==> src/sd_pkg.sv <==
`default_nettype none

package sd_pkg;

    // AXI4-Lite slave geometry
    localparam int AXI_ADDR_W = 7;
    localparam int AXI_DATA_W = 32;

    // register map
    localparam logic [AXI_ADDR_W-1:0] REG_ARGUMENT   = 7'h00;
    localparam logic [AXI_ADDR_W-1:0] REG_COMMAND    = 7'h04;
    localparam logic [AXI_ADDR_W-1:0] REG_RESPONSE   = 7'h08;
    localparam logic [AXI_ADDR_W-1:0] REG_INT_STATUS = 7'h0C;
    localparam logic [AXI_ADDR_W-1:0] REG_INT_ENABLE = 7'h10;
    localparam logic [AXI_ADDR_W-1:0] REG_CLK_DIV    = 7'h14;
    localparam logic [AXI_ADDR_W-1:0] REG_PRESENT    = 7'h18;
    localparam logic [AXI_ADDR_W-1:0] REG_TIMEOUT    = 7'h1C;

    // command register fields
    localparam int CMD_INDEX_W = 6;
    localparam int RESP_EN_BIT = 8;

    localparam int CMD_FRAME_W   = 48;
    localparam int CRC7_W        = 7;
    localparam int CLK_DIV_W     = 8;
    localparam int CMD_TIMEOUT_W = 16;

    // command interrupt bits
    localparam int INT_CMD_W       = 4;
    localparam int INT_CMD_DONE    = 0;
    localparam int INT_CMD_TIMEOUT = 1;
    localparam int INT_CMD_CRC     = 2;
    localparam int INT_CMD_INDEX   = 3;

    // SD CRC7, x^7 + x^3 + 1, zero seed, over the 40 header bits
    function automatic logic [CRC7_W-1:0] crc7(input logic [CMD_FRAME_W-9:0] data);
        logic [CRC7_W-1:0] crc;
        logic fb;
        crc = '0;
        for (int i = CMD_FRAME_W - 9; i >= 0; i--) begin
            fb = data[i] ^ crc[CRC7_W-1];
            crc = {crc[CRC7_W-2:0], 1'b0};
            if (fb) begin
                crc = crc ^ 7'h09;
            end
        end
        return crc;
    endfunction

endpackage

`default_nettype wire

==> src/sd_axil_regs.sv <==
`timescale 1ns/1ps
`default_nettype none

module sd_axil_regs (
    input  wire                                  s00_axi_aclk,
    input  wire                                  reset_i,
    input  wire [sd_pkg::AXI_ADDR_W-1:0]         s00_axi_awaddr_i,
    input  wire                                  s00_axi_awvalid_i,
    output logic                                 s00_axi_awready_o,
    input  wire [sd_pkg::AXI_DATA_W-1:0]         s00_axi_wdata_i,
    input  wire                                  s00_axi_wvalid_i,
    output logic                                 s00_axi_wready_o,
    output logic [1:0]                           s00_axi_bresp_o,
    output logic                                 s00_axi_bvalid_o,
    input  wire                                  s00_axi_bready_i,
    input  wire [sd_pkg::AXI_ADDR_W-1:0]         s00_axi_araddr_i,
    input  wire                                  s00_axi_arvalid_i,
    output logic                                 s00_axi_arready_o,
    output logic [sd_pkg::AXI_DATA_W-1:0]        s00_axi_rdata_o,
    output logic [1:0]                           s00_axi_rresp_o,
    output logic                                 s00_axi_rvalid_o,
    input  wire                                  s00_axi_rready_i,
    output logic [sd_pkg::CLK_DIV_W-1:0]         clk_div_o,
    output logic [sd_pkg::AXI_DATA_W-1:0]        argument_o,
    output logic [sd_pkg::CMD_INDEX_W-1:0]       cmd_index_o,
    output logic                                 resp_en_o,
    output logic [sd_pkg::CMD_TIMEOUT_W-1:0]     timeout_o,
    output logic                                 cmd_start_o,
    output logic                                 interrupt_o,
    input  wire                                  cmd_inhibit_i,
    input  wire [sd_pkg::INT_CMD_W-1:0]          int_set_i,
    input  wire                                  response_we_i,
    input  wire [sd_pkg::AXI_DATA_W-1:0]         response_i
);

    logic [sd_pkg::AXI_ADDR_W-1:0] rd_addr;
    logic [sd_pkg::AXI_DATA_W-1:0] resp_r;
    logic [sd_pkg::INT_CMD_W-1:0]  status_r;
    logic [sd_pkg::INT_CMD_W-1:0]  enable_r;
    logic [sd_pkg::INT_CMD_W-1:0]  clr_bits;
    logic                          aw_accept;
    logic                          ar_accept;

    assign s00_axi_wready_o = s00_axi_awready_o;
    assign s00_axi_bresp_o  = 2'b00;
    assign s00_axi_rresp_o  = 2'b00;
    assign interrupt_o      = |(status_r & enable_r);

    // no new request while a response is still pending
    assign aw_accept = s00_axi_awvalid_i && s00_axi_wvalid_i && !s00_axi_awready_o
                       && !s00_axi_bvalid_o;
    assign ar_accept = s00_axi_arvalid_i && !s00_axi_arready_o && !s00_axi_rvalid_o;

    // write-one-to-clear mask
    assign clr_bits = (aw_accept && s00_axi_awaddr_i == sd_pkg::REG_INT_STATUS)
                      ? s00_axi_wdata_i[sd_pkg::INT_CMD_W-1:0] : '0;

    always_ff @(posedge s00_axi_aclk) begin
        if (reset_i) begin
            s00_axi_awready_o <= 1'b0;
            s00_axi_bvalid_o  <= 1'b0;
            argument_o        <= '0;
            cmd_index_o       <= '0;
            resp_en_o         <= 1'b0;
            cmd_start_o       <= 1'b0;
            enable_r          <= '0;
            clk_div_o         <= '0;
            timeout_o         <= '0;
            status_r          <= '0;
            resp_r            <= '0;
        end else begin
            s00_axi_awready_o <= aw_accept;
            cmd_start_o       <= 1'b0;
            if (s00_axi_awready_o) begin
                s00_axi_bvalid_o <= 1'b1;
            end else if (s00_axi_bvalid_o && s00_axi_bready_i) begin
                s00_axi_bvalid_o <= 1'b0;
            end
            if (aw_accept) begin
                case (s00_axi_awaddr_i)
                    sd_pkg::REG_ARGUMENT: argument_o <= s00_axi_wdata_i;
                    sd_pkg::REG_COMMAND: begin
                        if (!cmd_inhibit_i) begin
                            cmd_index_o <= s00_axi_wdata_i[sd_pkg::CMD_INDEX_W-1:0];
                            resp_en_o   <= s00_axi_wdata_i[sd_pkg::RESP_EN_BIT];
                            cmd_start_o <= 1'b1;
                        end
                    end
                    sd_pkg::REG_INT_ENABLE: enable_r <= s00_axi_wdata_i[sd_pkg::INT_CMD_W-1:0];
                    sd_pkg::REG_CLK_DIV: clk_div_o <= s00_axi_wdata_i[sd_pkg::CLK_DIV_W-1:0];
                    sd_pkg::REG_TIMEOUT:
                        timeout_o <= s00_axi_wdata_i[sd_pkg::CMD_TIMEOUT_W-1:0];
                    default: ;
                endcase
            end
            // a set in the same cycle wins over the clear
            status_r <= (status_r & ~clr_bits) | int_set_i;
            if (response_we_i) begin
                resp_r <= response_i;
            end
        end
    end

    always_ff @(posedge s00_axi_aclk) begin
        if (reset_i) begin
            s00_axi_arready_o <= 1'b0;
            s00_axi_rvalid_o  <= 1'b0;
            s00_axi_rdata_o   <= '0;
            rd_addr           <= '0;
        end else begin
            s00_axi_arready_o <= ar_accept;
            if (ar_accept) begin
                rd_addr <= s00_axi_araddr_i;
            end
            if (s00_axi_arready_o) begin
                s00_axi_rvalid_o <= 1'b1;
                case (rd_addr)
                    sd_pkg::REG_ARGUMENT:   s00_axi_rdata_o <= argument_o;
                    sd_pkg::REG_COMMAND:
                        s00_axi_rdata_o <= (32'(resp_en_o) << sd_pkg::RESP_EN_BIT)
                                           | 32'(cmd_index_o);
                    sd_pkg::REG_RESPONSE:   s00_axi_rdata_o <= resp_r;
                    sd_pkg::REG_INT_STATUS: s00_axi_rdata_o <= 32'(status_r);
                    sd_pkg::REG_INT_ENABLE: s00_axi_rdata_o <= 32'(enable_r);
                    sd_pkg::REG_CLK_DIV:    s00_axi_rdata_o <= 32'(clk_div_o);
                    sd_pkg::REG_PRESENT:    s00_axi_rdata_o <= 32'(cmd_inhibit_i);
                    sd_pkg::REG_TIMEOUT:    s00_axi_rdata_o <= 32'(timeout_o);
                    default:                s00_axi_rdata_o <= '0;
                endcase
            end else if (s00_axi_rvalid_o && s00_axi_rready_i) begin
                s00_axi_rvalid_o <= 1'b0;
            end
        end
    end

endmodule

`default_nettype wire

==> src/sd_emmc_controller.sv <==
`timescale 1ns/1ps
`default_nettype none

// shifts one 48-bit command frame out, one bit per SD_CLK falling edge
module sd_cmd_tx (
    input  wire        s00_axi_aclk,
    input  wire        reset_i,
    input  wire        fall_evt_i,
    input  wire        start_i,
    input  wire [47:0] frame_i,
    output logic       sd_cmd_o,
    output logic       sd_cmd_t_o,
    output logic       done_o
);

    logic [47:0] sh;
    logic [5:0]  cnt;
    logic        active;

    always_ff @(posedge s00_axi_aclk) begin
        if (reset_i) begin
            sd_cmd_o   <= 1'b1;
            sd_cmd_t_o <= 1'b0;
            active     <= 1'b0;
            done_o     <= 1'b0;
            cnt        <= '0;
            sh         <= '0;
        end else begin
            done_o <= 1'b0;
            if (start_i) begin
                sh     <= frame_i;
                cnt    <= '0;
                active <= 1'b1;
            end else if (active && fall_evt_i) begin
                if (cnt < 6'd48) begin
                    sd_cmd_o   <= sh[47];
                    sh         <= {sh[46:0], 1'b0};
                    sd_cmd_t_o <= 1'b1;
                    cnt        <= cnt + 6'd1;
                end else begin
                    sd_cmd_t_o <= 1'b0;
                    sd_cmd_o   <= 1'b1;
                    active     <= 1'b0;
                    done_o     <= 1'b1;
                end
            end
        end
    end

endmodule

module sd_emmc_controller (
    input  wire                           s00_axi_aclk,
    input  wire                           reset_i,
    input  wire [sd_pkg::AXI_ADDR_W-1:0]  s00_axi_awaddr_i,
    input  wire                           s00_axi_awvalid_i,
    output logic                          s00_axi_awready_o,
    input  wire [sd_pkg::AXI_DATA_W-1:0]  s00_axi_wdata_i,
    input  wire                           s00_axi_wvalid_i,
    output logic                          s00_axi_wready_o,
    output logic [1:0]                    s00_axi_bresp_o,
    output logic                          s00_axi_bvalid_o,
    input  wire                           s00_axi_bready_i,
    input  wire [sd_pkg::AXI_ADDR_W-1:0]  s00_axi_araddr_i,
    input  wire                           s00_axi_arvalid_i,
    output logic                          s00_axi_arready_o,
    output logic [sd_pkg::AXI_DATA_W-1:0] s00_axi_rdata_o,
    output logic [1:0]                    s00_axi_rresp_o,
    output logic                          s00_axi_rvalid_o,
    input  wire                           s00_axi_rready_i,
    output logic                          sd_clk_o,
    output logic                          sd_cmd_o,
    output logic                          sd_cmd_t_o,
    input  wire                           sd_cmd_i,
    output logic                          interrupt_o
);

    typedef enum logic [2:0] {S_IDLE, S_TX, S_RX_WAIT, S_RX, S_CHECK} state_t;

    logic [sd_pkg::CLK_DIV_W-1:0]     div_r;
    logic [31:0]                      arg_r;
    logic [sd_pkg::CMD_INDEX_W-1:0]   idx_r;
    logic                             resp_en_r;
    logic [sd_pkg::CMD_TIMEOUT_W-1:0] timeout_r;
    logic                             cmd_start;
    logic                             cmd_inhibit;
    logic [sd_pkg::INT_CMD_W-1:0]     int_set;
    logic                             response_we;
    logic [31:0]                      response;

    logic [sd_pkg::CLK_DIV_W-1:0] div_cnt;
    logic rise_evt, fall_evt;

    state_t      state;
    logic        tx_start, tx_done;
    logic [47:0] tx_frame;
    logic [47:0] rx_sh;
    logic [5:0]  rcnt;
    logic [sd_pkg::CMD_TIMEOUT_W-1:0] tcnt;

    assign cmd_inhibit = (state != S_IDLE) || cmd_start;

    sd_axil_regs u_regs (
        .s00_axi_aclk      (s00_axi_aclk),
        .reset_i           (reset_i),
        .s00_axi_awaddr_i  (s00_axi_awaddr_i),
        .s00_axi_awvalid_i (s00_axi_awvalid_i),
        .s00_axi_awready_o (s00_axi_awready_o),
        .s00_axi_wdata_i   (s00_axi_wdata_i),
        .s00_axi_wvalid_i  (s00_axi_wvalid_i),
        .s00_axi_wready_o  (s00_axi_wready_o),
        .s00_axi_bresp_o   (s00_axi_bresp_o),
        .s00_axi_bvalid_o  (s00_axi_bvalid_o),
        .s00_axi_bready_i  (s00_axi_bready_i),
        .s00_axi_araddr_i  (s00_axi_araddr_i),
        .s00_axi_arvalid_i (s00_axi_arvalid_i),
        .s00_axi_arready_o (s00_axi_arready_o),
        .s00_axi_rdata_o   (s00_axi_rdata_o),
        .s00_axi_rresp_o   (s00_axi_rresp_o),
        .s00_axi_rvalid_o  (s00_axi_rvalid_o),
        .s00_axi_rready_i  (s00_axi_rready_i),
        .clk_div_o         (div_r),
        .argument_o        (arg_r),
        .cmd_index_o       (idx_r),
        .resp_en_o         (resp_en_r),
        .timeout_o         (timeout_r),
        .cmd_start_o       (cmd_start),
        .interrupt_o       (interrupt_o),
        .cmd_inhibit_i     (cmd_inhibit),
        .int_set_i         (int_set),
        .response_we_i     (response_we),
        .response_i        (response)
    );

    // SD clock divider
    assign rise_evt = (div_cnt >= div_r) && !sd_clk_o;
    assign fall_evt = (div_cnt >= div_r) && sd_clk_o;

    always_ff @(posedge s00_axi_aclk) begin
        if (reset_i) begin
            div_cnt  <= '0;
            sd_clk_o <= 1'b0;
        end else if (div_cnt >= div_r) begin
            div_cnt  <= '0;
            sd_clk_o <= ~sd_clk_o;
        end else begin
            div_cnt <= div_cnt + 1'b1;
        end
    end

    sd_cmd_tx u_tx (
        .s00_axi_aclk (s00_axi_aclk),
        .reset_i      (reset_i),
        .fall_evt_i   (fall_evt),
        .start_i      (tx_start),
        .frame_i      (tx_frame),
        .sd_cmd_o     (sd_cmd_o),
        .sd_cmd_t_o   (sd_cmd_t_o),
        .done_o       (tx_done)
    );

    // command engine
    always_ff @(posedge s00_axi_aclk) begin
        logic [39:0] hdr;
        logic [sd_pkg::INT_CMD_W-1:0] flags;
        if (reset_i) begin
            state       <= S_IDLE;
            tx_start    <= 1'b0;
            tx_frame    <= '0;
            rx_sh       <= '0;
            rcnt        <= '0;
            tcnt        <= '0;
            int_set     <= '0;
            response_we <= 1'b0;
            response    <= '0;
        end else begin
            flags = '0;
            tx_start    <= 1'b0;
            response_we <= 1'b0;
            case (state)
                S_IDLE: begin
                    if (cmd_start) begin
                        hdr = {1'b0, 1'b1, idx_r, arg_r};
                        tx_frame <= {hdr, sd_pkg::crc7(hdr), 1'b1};
                        tx_start <= 1'b1;
                        state    <= S_TX;
                    end
                end
                S_TX: begin
                    if (tx_done) begin
                        if (resp_en_r) begin
                            state <= S_RX_WAIT;
                            tcnt  <= '0;
                        end else begin
                            flags[sd_pkg::INT_CMD_DONE] = 1'b1;
                            state <= S_IDLE;
                        end
                    end
                end
                S_RX_WAIT: begin
                    if (rise_evt) begin
                        if (!sd_cmd_i) begin
                            rx_sh <= '0;
                            rcnt  <= 6'd1;
                            state <= S_RX;
                        end else if (tcnt >= timeout_r) begin
                            flags[sd_pkg::INT_CMD_TIMEOUT] = 1'b1;
                            state <= S_IDLE;
                        end else begin
                            tcnt <= tcnt + 1'b1;
                        end
                    end
                end
                S_RX: begin
                    if (rise_evt) begin
                        rx_sh <= {rx_sh[46:0], sd_cmd_i};
                        rcnt  <= rcnt + 6'd1;
                        if (rcnt == 6'd47) begin
                            state <= S_CHECK;
                        end
                    end
                end
                S_CHECK: begin
                    response    <= rx_sh[39:8];
                    response_we <= 1'b1;
                    // bad CRC or missing end bit
                    if (sd_pkg::crc7(rx_sh[47:8]) != rx_sh[7:1] || !rx_sh[0]) begin
                        flags[sd_pkg::INT_CMD_CRC] = 1'b1;
                    end
                    if (rx_sh[45:40] != idx_r) begin
                        flags[sd_pkg::INT_CMD_INDEX] = 1'b1;
                    end
                    flags[sd_pkg::INT_CMD_DONE] = 1'b1;
                    state <= S_IDLE;
                end
                default: ;
            endcase
            int_set <= flags;
        end
    end

endmodule

`default_nettype wire

==> config.mk <==
export PLATFORM = sky130hd
export DESIGN_NAME = sd_emmc_controller
export DESIGN_NICKNAME = d
export VERILOG_FILES = /design/src/sd_pkg.sv /design/src/sd_axil_regs.sv /design/src/sd_emmc_controller.sv
export SDC_FILE = /design/constraint.sdc
export NUM_CORES = 1
export LEC_CHECK = 0
export BUFFER_PORTS_ARGS = -buffer_cell sky130_fd_sc_hd__buf_4
export CAP_MARGIN = 20
export CORE_MARGIN = 2
export CORE_UTILIZATION = 46
export DETAILED_ROUTE_END_ITERATION = 7
export PLACE_DENSITY = 0.69
export SLEW_MARGIN = 20
export SYNTH_ARGS = -nofsm -noshare
export SYNTH_HDL_FRONTEND = slang
export SYNTH_HIERARCHICAL = 1
export SYNTH_SLANG_ARGS = --single-unit
==> constraint.sdc <==
create_clock -name s00_axi_aclk -period 3.4 [get_ports s00_axi_aclk]
set_input_delay 0.85 -clock s00_axi_aclk [delete_from_list [all_inputs] [get_ports s00_axi_aclk]]
set_output_delay 0.85 -clock s00_axi_aclk [all_outputs]
set_load 0.1 [all_outputs]
Yosys cells after proc, flatten, opt, wreduce, memory -nomap -nowiden

Index checks and enable logic that the tools add are counted.

Flip-flop bits (word level): 372
Input bits: 54
Output and inout port bits: 45
Word-level logic and storage cells: 611

Add/subtract/negate cells: 4
$lt $le $gt $ge: 3
Eq/ne operators: 30
Mux-type cells: 319
Bitwise gates (word level): 170
Reduce and logical (&&, ||, !) cells: 51

Operators by type and width:

| operator                                             | count |
|---|---|
| 2-to-1 mux 7 bit                                     | 194 |
| 2-to-1 mux 4 bit                                     | 79 |
| 2-to-1 mux 48 bit                                    | 6 |
| one-hot mux 32 bit (8 select lines)                  | 1 |
| inverter 2 bit                                       | 77 |
| one-hot mux 48 bit (2 select lines)                  | 1 |
| 2-to-1 mux 16 bit                                    | 5 |
| XOR 1 bit                                            | 77 |
| equality test 7 x 5 -> 1 bit (second input constant) | 7 |
| one-hot mux 16 bit (2 select lines)                  | 1 |
| equality test 7 x 4 -> 1 bit (second input constant) | 3 |
| 2-to-1 mux 3 bit                                     | 7 |
| 2-to-1 mux 1 bit                                     | 18 |
| 2-to-1 mux 6 bit                                     | 3 |
| AND reduction 2 bit                                  | 9 |
| adder 16 x 1 -> 16 bit (second input constant)       | 1 |
| greater-or-equal comparator 16 bit                   | 1 |
| one-hot mux 3 bit (5 select lines)                   | 1 |
| equality test 7 x 3 -> 1 bit (second input constant) | 2 |
| zero test 7 bit                                      | 2 |
| != test 2 bit (second input constant)                | 7 |
| adder 6 x 1 -> 6 bit (second input constant)         | 2 |
| one-hot mux 6 bit (2 select lines)                   | 1 |
| nonzero test 2 bit                                   | 6 |
| other kinds (31)                                     | 66 |

Logic depth before layout (Yosys ltp)

Gate-level depths: netlist of run 1.

Word-level depth: 190
Gate-level depth with buffers: 15
Gate-level depth less buffers: 13

Modules after synthesis

The synthesis of run 1 kept the hierarchy.

Modules (own cells, without submodules):

| module             | instances | cells each | area an instance (µm²) | seq. area each (µm²) |
|---|---|---|---|---|
| sd_emmc_controller | 1         | 960        | 8155.3                 | 3323.2 |
| sd_axil_regs       | 1         | 633        | 6030.8                 | 2942.8 |
| sd_cmd_tx          | 1         | 322        | 3041.7                 | 1161.1 |

Worst setup path before layout of run 1

Ideal clock, no wire load.

Path kind: reg-to-reg
From: reg div_cnt[0] in the netlist's numbering
To: reg u_tx.sh[36]
Setup time: 0.103 ns
Arrival: 2.885 ns
Data required time: 3.297 ns
Path slack: 0.411 ns
Cell stages (with the launch flop): 16
Buffers on the path: 2
Clock period less this slack: 2.989 ns
Cells stage by stage: dfxtp_1 inv_1 ha_1 nand2b_1 a21o_1 a21o_1 a21o_1 a21o_1 a211oi_1 o21ba_2 nor2_1 and2_4 buf_2 clkbuf_1 and3_1 a2111oi_2

Cells in the longest elaborated chain, start to end: 5

RTL lines:

| item                              | RTL line                  | text |
|---|---|---|
| start: declaration                | sd_emmc_controller.sv:91  | `logic [sd_pkg::CLK_DIV_W-1:0] div_cnt;` |
| start signal: assignment          | sd_emmc_controller.sv:147 | `div_cnt <= div_cnt + 1'b1;` |
| greater-or-equal comparator 8 bit | sd_emmc_controller.sv:137 | `assign fall_evt = (div_cnt >= div_r) && sd_clk_o;` |
| logical AND 1 bit                 | sd_emmc_controller.sv:137 |  |
| via fall_evt                      | sd_emmc_controller.sv:92  | `logic rise_evt, fall_evt;` |
| logical AND 1 bit                 | sd_emmc_controller.sv:34  | `end else if (active && fall_evt_i) begin` |
| nonzero test 2 bit (no line)      | n/a                       |  |
| AND reduction 2 bit (no line)     | n/a                       |  |
| end signal: assignment            | sd_emmc_controller.sv:31  | `sh <= frame_i;` |
| end signal: assignment            | sd_emmc_controller.sv:37  | `sh <= {sh[46:0], 1'b0};` |
| end: declaration                  | sd_emmc_controller.sv:16  | `logic [47:0] sh;` |

The timed path passes the listed nets, and every way through them passes these cells.
A chain may end at the register's enable or synchronous reset.

Worst setup path in the final report of run 1

From: reg div_cnt[0] in the netlist's numbering
To: reg u_tx.sh[42]

The elaborated chain is that of the path after synthesis.

==> results.md, run 1 <==
- Layout cell share with drive strength beyond 1: 0.1437
- IO Port Bufs: 94
- Max VDD drop: 265.9 µV
- Clock root buffer: clkbuf_16
- Final Hold Viols: 0
- R2R Path End: u_tx/sh[42]
- Global-route wire length before repair: 69040 µm
- Setup TNS: 0 ns
- Area fraction of the dominant cell type after synthesis: 0.4311
- Part of the Yosys area used for sequential elements: 0.4311
- Final Max Tran Viols: 0
- Post-CTS Setup Inserts: 0
- Wirelength, routed: 43520 µm
- Gr ovfl total: 0
- Gpl congestion: 0.8876
- Hold Crit Class: flip-flop to flip-flop
- Power per cell area: 465.0 nW/µm²
- Clock-pin transition on the worst setup and hold timing paths: 0.06 ns
- CP required: 3.82 ns
- Vias: 13600
- Worst Hold End: response[30]
- Power, Total: 9111 µW
- Die width: 197.5 µm
- CP startpoint: div_cnt[0]
- DPL Wire Length: 29970 µm
- Iter 0 DRT Violations: 1154
- Worst Setup Start Kind: flip-flop
- Post-Synthesis Cells: 1915
- TritonCTS clock tree: yes
- Period utilisation layout: 0.9398
- Fin cells: 2444
- DIE AREA: 39020 µm²
- Fin crit period: 3.195 ns
- Hold path depth: 2
- Unique cell type count in the Yosys netlist: 72
- Setup Skew: 0.01100 ns
- Final hold slack: 0.4542 ns
- Die Y: 197.5 µm
- Worst slew pin tran: 1.038 ns
- Ys Warns: 6
- Pre-antenna DRT Iters: 7
- Avg Synthesized Cell Area: 8.996 µm²
- Maximum level of the CTS H-tree: 2
- Initial antenna violation count: 0
- Register bit count reported by yosys: 371
- Fmax: 313.0 MHz
- Reg2Reg Depth: 13
- Status: finished, final reports clean
- Area growth from synthesis to layout: 13.73%
- Starting Density: 0.4683
- Num Clock Sinks: 371
- Dpl cells: 2373
- Final ANT Viol Nets: 0
- Hold_sp: response[30]
- Placement row count: 70
- Post-synth top area cell: dfxtp_1
- Post-synthesis cell area: 17230 µm²
- Diode count: 0
- Routed len/inst: 17.81 µm
- Worst R2R Setup Slack: 0.20 ns
- CTS Buf Count: 39
- Worst skew pair latency: 0.53 ns
- Rel. slew slack: 0.3081
- Post-layout util: 0.5327
- Largest net degree at the start of global routing: 162
- Synth top area cells: dfxtp_1 (43%), mux2i_1 (6.0%), xnor2_1 (5.5%)
- Reg2reg start: div_cnt[0]
- Share of flip-flops with an asynchronous set or reset: 0
- Vias/cell: 5.563
- Critical path peak fanout: 24
- Critical Path End Type: flip-flop
- IO Count: 99
- CP Class: flip-flop to flip-flop
- Most frequent cells after synthesis: dfxtp_1 (371), nor2_1 (251), nand2_1 (211)
- Nets: 2029
- Deepest clock path buffer count: 3
- Setup Viol. Count Final: 0
- Leak Pwr: 0.007027 µW
- RSZ-0062 raised after global routing: true
- Top-count cell post-synth: dfxtp_1
- Core region area: 36790 µm²
- Vias in the first global route: 13030
- Synth Flop Type: dfxtp_1
- Drt drc: 0
- Gr usage total: 0.2182
- Worst Path Arrival: 3.62 ns
- Number of max-cap violations: 0
- Post-synth EDFFs: 0
-- flip-flops by register name (all words and copies together), names as in the netlist, 3 cells and up --
| signal | cells |
|---|---|
| int_set | 4 |
| u_regs/cmd_index_o | 6 |
| rcnt | 6 |
| u_regs/argument_o | 32 |
| u_regs/resp_r | 32 |
| u_tx/sh | 48 |
| u_tx/cnt | 6 |
| rx_sh | 48 |
| tx_frame | 46 |
| u_regs/status_r | 4 |
| div_cnt | 8 |
| u_regs/enable_r | 4 |
| response | 32 |
| u_regs/timeout_o | 16 |
| u_regs/s00_axi_rdata_o | 32 |
| u_regs/clk_div_o | 8 |
| state | 3 |
| u_regs/rd_addr | 7 |
| tcnt | 16 |
-- worst max path at each step --
| stage | to | slack (ns) | cells past startpoint |
|---|---|---|---|
| 2_1_floorplan | u_tx/sh[36] | 0.41 | 15 |
| 3_3_place_gp | u_tx/sh[1] | 0.16 | 14 |
| 3_5_place_dp | u_tx/sh[39] | 0.09 | 14 |
| 4_1_cts | u_tx/sh[39] | 0.07 | 14 |
| 5_1_grt | u_tx/sh[32] | -0.01 | 13 |
| 6_report | u_tx/sh[42] | 0.20 | 13 |
-- metal layers --
metal,global-route usage,up-vias,wire length (µm)
met1,0.2876,6578,19360
li1,-,6647,-
met2,0.3735,299,21240
met5,0,-,0
met4,0.06990,0,1247
met3,0.02442,72,1673
-- layout by cell type (no fill, tap or decap), drive strengths merged, types with 45 or more instances in the layout --
| cell | instances |
|---|---|
| a2111oi | 47 |
| a21oi | 123 |
| a22oi | 77 |
| and3 | 52 |
| buf | 125 |
| clkbuf | 56 |
| dfxtp | 371 |
| inv | 56 |
| mux2i | 103 |
| nand2 | 213 |
| nor2 | 251 |
| nor2b | 69 |
| xnor2 | 123 |
| xor2 | 45 |
-- per-stage QoR --
step / worst slack, ns / instance area (µm²)
after floorplan: 0.4113 / 17240
after global routing: -0.01203 / 19590
after detailed placement: 0.09334 / 18260
final: 0.2047 / 19590
after global placement: 0.1598 / 18230
after CTS: 0.06962 / 19580
-- final cells by class --
class | count | area [µm²]
inverter | 53 | 198.9
multi-input combinational | 1357 | 9026
clock buffer | 56 | 1160
fill | 3285 | 17190
timing repair buffer | 125 | 1032
tap | 468 | 585.6
sequential | 371 | 7430
clock inverter | 14 | 161.4
-- timing repair --
action | 4_1_cts | 5_1_grt
hold buffers | 0 | 0
resized for setup | 0 | 2
setup endpoints to repair | 0 | 51
-- critical path, stage by stage (launching register included) --
cell       delay (ns)
dfxtp_1          0.41
inv_1            0.07
ha_1             0.26
nand2b_1         0.14
a21o_1           0.17
a21o_1           0.16
a21o_1           0.16
a21o_1           0.17
a211oi_1         0.30
o21ba_2          0.24
nor2_2           0.12
and2_2           0.34
and3_1           0.22
a2111oi_2        0.33
-- cells by family after synthesis --
family	count (synthesis)	share of synthesized area
and+or+nand+nor	688	0.1879
DFF	371	0.4311
AOI/OAI and AO/OA	356	0.1553
buffers and inverters	191	0.04750
xor gates and xnor gates	168	0.09238
muxes	111	0.06507
adders and majority gates	28	0.02034
other	2	0.0004359
-- power by group --
part	switching, µW	internal [µW]
combinational	260	111
clock	1750	2610
sequential	22.6	4360
(Power assumes the default switching activity.)
==> run 2: changes to the inputs <==
BUFFER_PORTS_ARGS = -buffer_cell sky130_fd_sc_hd__buf_2   (was -buffer_cell sky130_fd_sc_hd__buf_4)
CORE_ASPECT_RATIO = 1.1   (was default)
==> results.md, run 2 (same netlist as run 1, synthesis figures left out) <==
- Status: finished, final reports clean
- CP dominant cell by count: a21o_1
- Starting Density: 0.4652 (-0.003164)
- Leading registers by flop count: rx_sh (48), u_tx/sh (48), tx_frame (46)
- Final Hold Viols: 0 (unchanged)
- CP max stage cell: dfxtp_1
- Gpl congestion: 0.8831 (-0.51%)
- Hold Crit Class: flip-flop to flip-flop
- Critical Path End Type: flip-flop
- Area growth from synthesis to layout: 13.01%
- Vias in the first global route: 12690 (-2.7%)
- Nets: 2030 (+0.049%)
- Num Clock Sinks: 371 (unchanged)
- Max VDD drop: 390.7 µV (+47%)
- Commonest non-fill, non-tap cell in the layout: dfxtp_1
- CP startpoint: div_cnt[0]
- Initial antenna violation count: 0 (unchanged)
- Fin crit period: 3.239 ns (+0.04348 ns)
- CTS Buf Count: 39 (unchanged)
- Worst slew pin tran: 1.040 ns (+0.002373 ns)
- Final hold slack: 0.4541 ns (-0.00005000 ns)
- Commonest non-fill, non-tap cells in the layout: dfxtp_1 (369), nor2_1 (250), nand2_1 (209)
- Global-route wire length before repair: 67500 µm (-2.2%)
- Reg2reg start: div_cnt[0]
- Maximum level of the CTS H-tree: 2 (unchanged)
- Worst R2R Setup Slack: 0.16 ns (-0.04 ns)
- Biggest cell delay along the critical path: 0.41 ns (about the same)
- Layout cell share with drive strength beyond 1: 0.1465 (+0.002814)
- Vias/cell: 5.451 (-2.0%)
- Hold path depth: 2 (unchanged)
- DPL Wire Length: 29760 µm (-0.73%)
- Core region area: 37040 µm² (+0.68%)
- Gr ovfl total: 0 (unchanged)
- Final ANT Viol Nets: 0 (unchanged)
- Setup crit end: u_tx/sh[15]
- Power per cell area: 478.5 nW/µm² (+2.9%)
- CP Class: flip-flop to flip-flop
- Setup TNS: 0 ns (unchanged)
- Clock-pin transition on the worst setup and hold timing paths: 0.06 ns (about the same)
- Worst-path cell chain: inv_1 -> ha_1 -> nand2b_1 -> a21o_1 -> a21o_1 -> a21o_1 -> a21o_1 -> a211oi_1 -> o21ba_2 -> nor2_4 -> and2_2 -> and3_1 -> a2111oi_2
- Vias: 13480 (-0.85%)
- Post-layout util: 0.5257 (-0.006977)
- DIE AREA: 39020 µm² (about the same)
- Setup Viol. Count Final: 0 (unchanged)
- CP required: 3.83 ns (about the same)
- Fillcell total: 3351 (+2.0%)
- Period utilisation layout: 0.9526 (+0.01279)
- Setup Skew: 0.01433 ns (+0.003325 ns)
- Leak Pwr: 0.007016 µW (-0.16%)
- Critical path peak fanout: 24 (unchanged)
- Place WS: 0.1205 ns (+0.02718 ns)
- Die Y: 207.0 µm (+4.8%)
- IO Port Bufs: 94 (unchanged)
- Largest net degree at the start of global routing: 135 (-17%)
- FF+latch area: 7430 µm² (unchanged)
- Clock root buffer: clkbuf_16
- Pre-antenna DRT Iters: 5 (-2)
- Post-CTS Setup Inserts: 0 (unchanged)
- Drt drc: 0 (unchanged)
- Worst skew pair latency: 0.54 ns (about the same)
- Diode count: 0 (unchanged)
- Reg2Reg Depth: 13 (unchanged)
- Die width: 188.5 µm (-4.6%)
- Deepest clock path buffer count: 3 (unchanged)
- Wirelength, routed: 42570 µm (-2.2%)
- Gr usage total: 0.2130 (-0.005246)
- Final Max Tran Viols: 0 (unchanged)
- Worst Setup Start Kind: flip-flop
- Number of max-cap violations: 0 (unchanged)
- Fmax: 308.8 MHz (-1.3%)
- IO Count: 99 (unchanged)
- Final setup margin: 0.1612 ns (-0.04348 ns)
- RSZ-0062 raised after global routing: false
- TritonCTS clock tree: yes
- R2R Path End: u_tx/sh[15]
- Iter 0 DRT Violations: 962 (-17%)
- Worst Path Arrival: 3.67 ns (+0.05 ns)
- Routed len/inst: 17.21 µm (-3.3%)
- Multi-input gate area: 9035 µm² (about the same)
- Placement row count: 74 (+5.7%)
- Rel. slew slack: 0.3065 (-0.001583)
## run 2: cell count changes in the layout (fill, tap and decap cells not counted), moves of 2 or more
cell,change
nor2_2,-2
buf_2,+93
clkbuf_8,-4
clkinvlp_4,+2
inv_6,-3
clkbuf_16,+2
buf_4,-89
clkbuf_1,-2
clkinv_2,+3
bufinv_16,+2
## run 2: worst min path at each step
stage	start	end
4_1_cts	response[27]	response[27]
3_3_place_gp	tx_frame[4]	tx_frame[4]
5_1_grt	response[27]	response[27]
6_report	response[23]	response[23]
2_1_floorplan	tx_frame[4]	tx_frame[4]
3_5_place_dp	tx_frame[11]	tx_frame[11]
## run 2: power breakdown
part	switching, µW	internal [µW]
logic	257	94.3
registers	25.5	4360
clock network	1810	2780
total	2090	7230
## run 2: critical path: cells and delay by family (launching register included)
family | cells | cell delay, ns
AOI/OAI and AO/OA | 7 | 1.62
and+or+nand+nor | 4 | 0.79
DFF | 1 | 0.41
adders and majority gates | 1 | 0.26
buffers and inverters | 1 | 0.06
## run 2: what timing repair did
action	4_1_cts	5_1_grt
hold buffers	0	0
gates resized for setup	0	5
endpoints found under the setup margin	0	45
## run 2: cell type report
class / instances / share of cell area
Clock buffer: 52 / 0.05893
Clock inverter: 20 / 0.01317
Inverter: 53 / 0.01022
Multi-Input combinational cell: 1357 / 0.4641
Sequential cell: 371 / 0.3816
Tap cell: 494 / 0.03175
Timing Repair Buffer: 126 / 0.04023
## run 2: per-layer routing
metal,track usage,up-vias,wire [µm]
met2,0.3578,325,20170
met4,0.08482,0,1629
met5,0,-,0
met1,0.2743,6394,18680
met3,0.03516,94,2085
li1,-,6667,-
## run 2: through the flow
stage	std cells	cell area [µm²]	power [µW]
floorplan	1918	17240	4706
detailed placement	2400	18040	4827
global placement	2400	18040	4824
global route	2473	19470	9601
finish	2473	19470	9316
CTS	2472	19450	9390
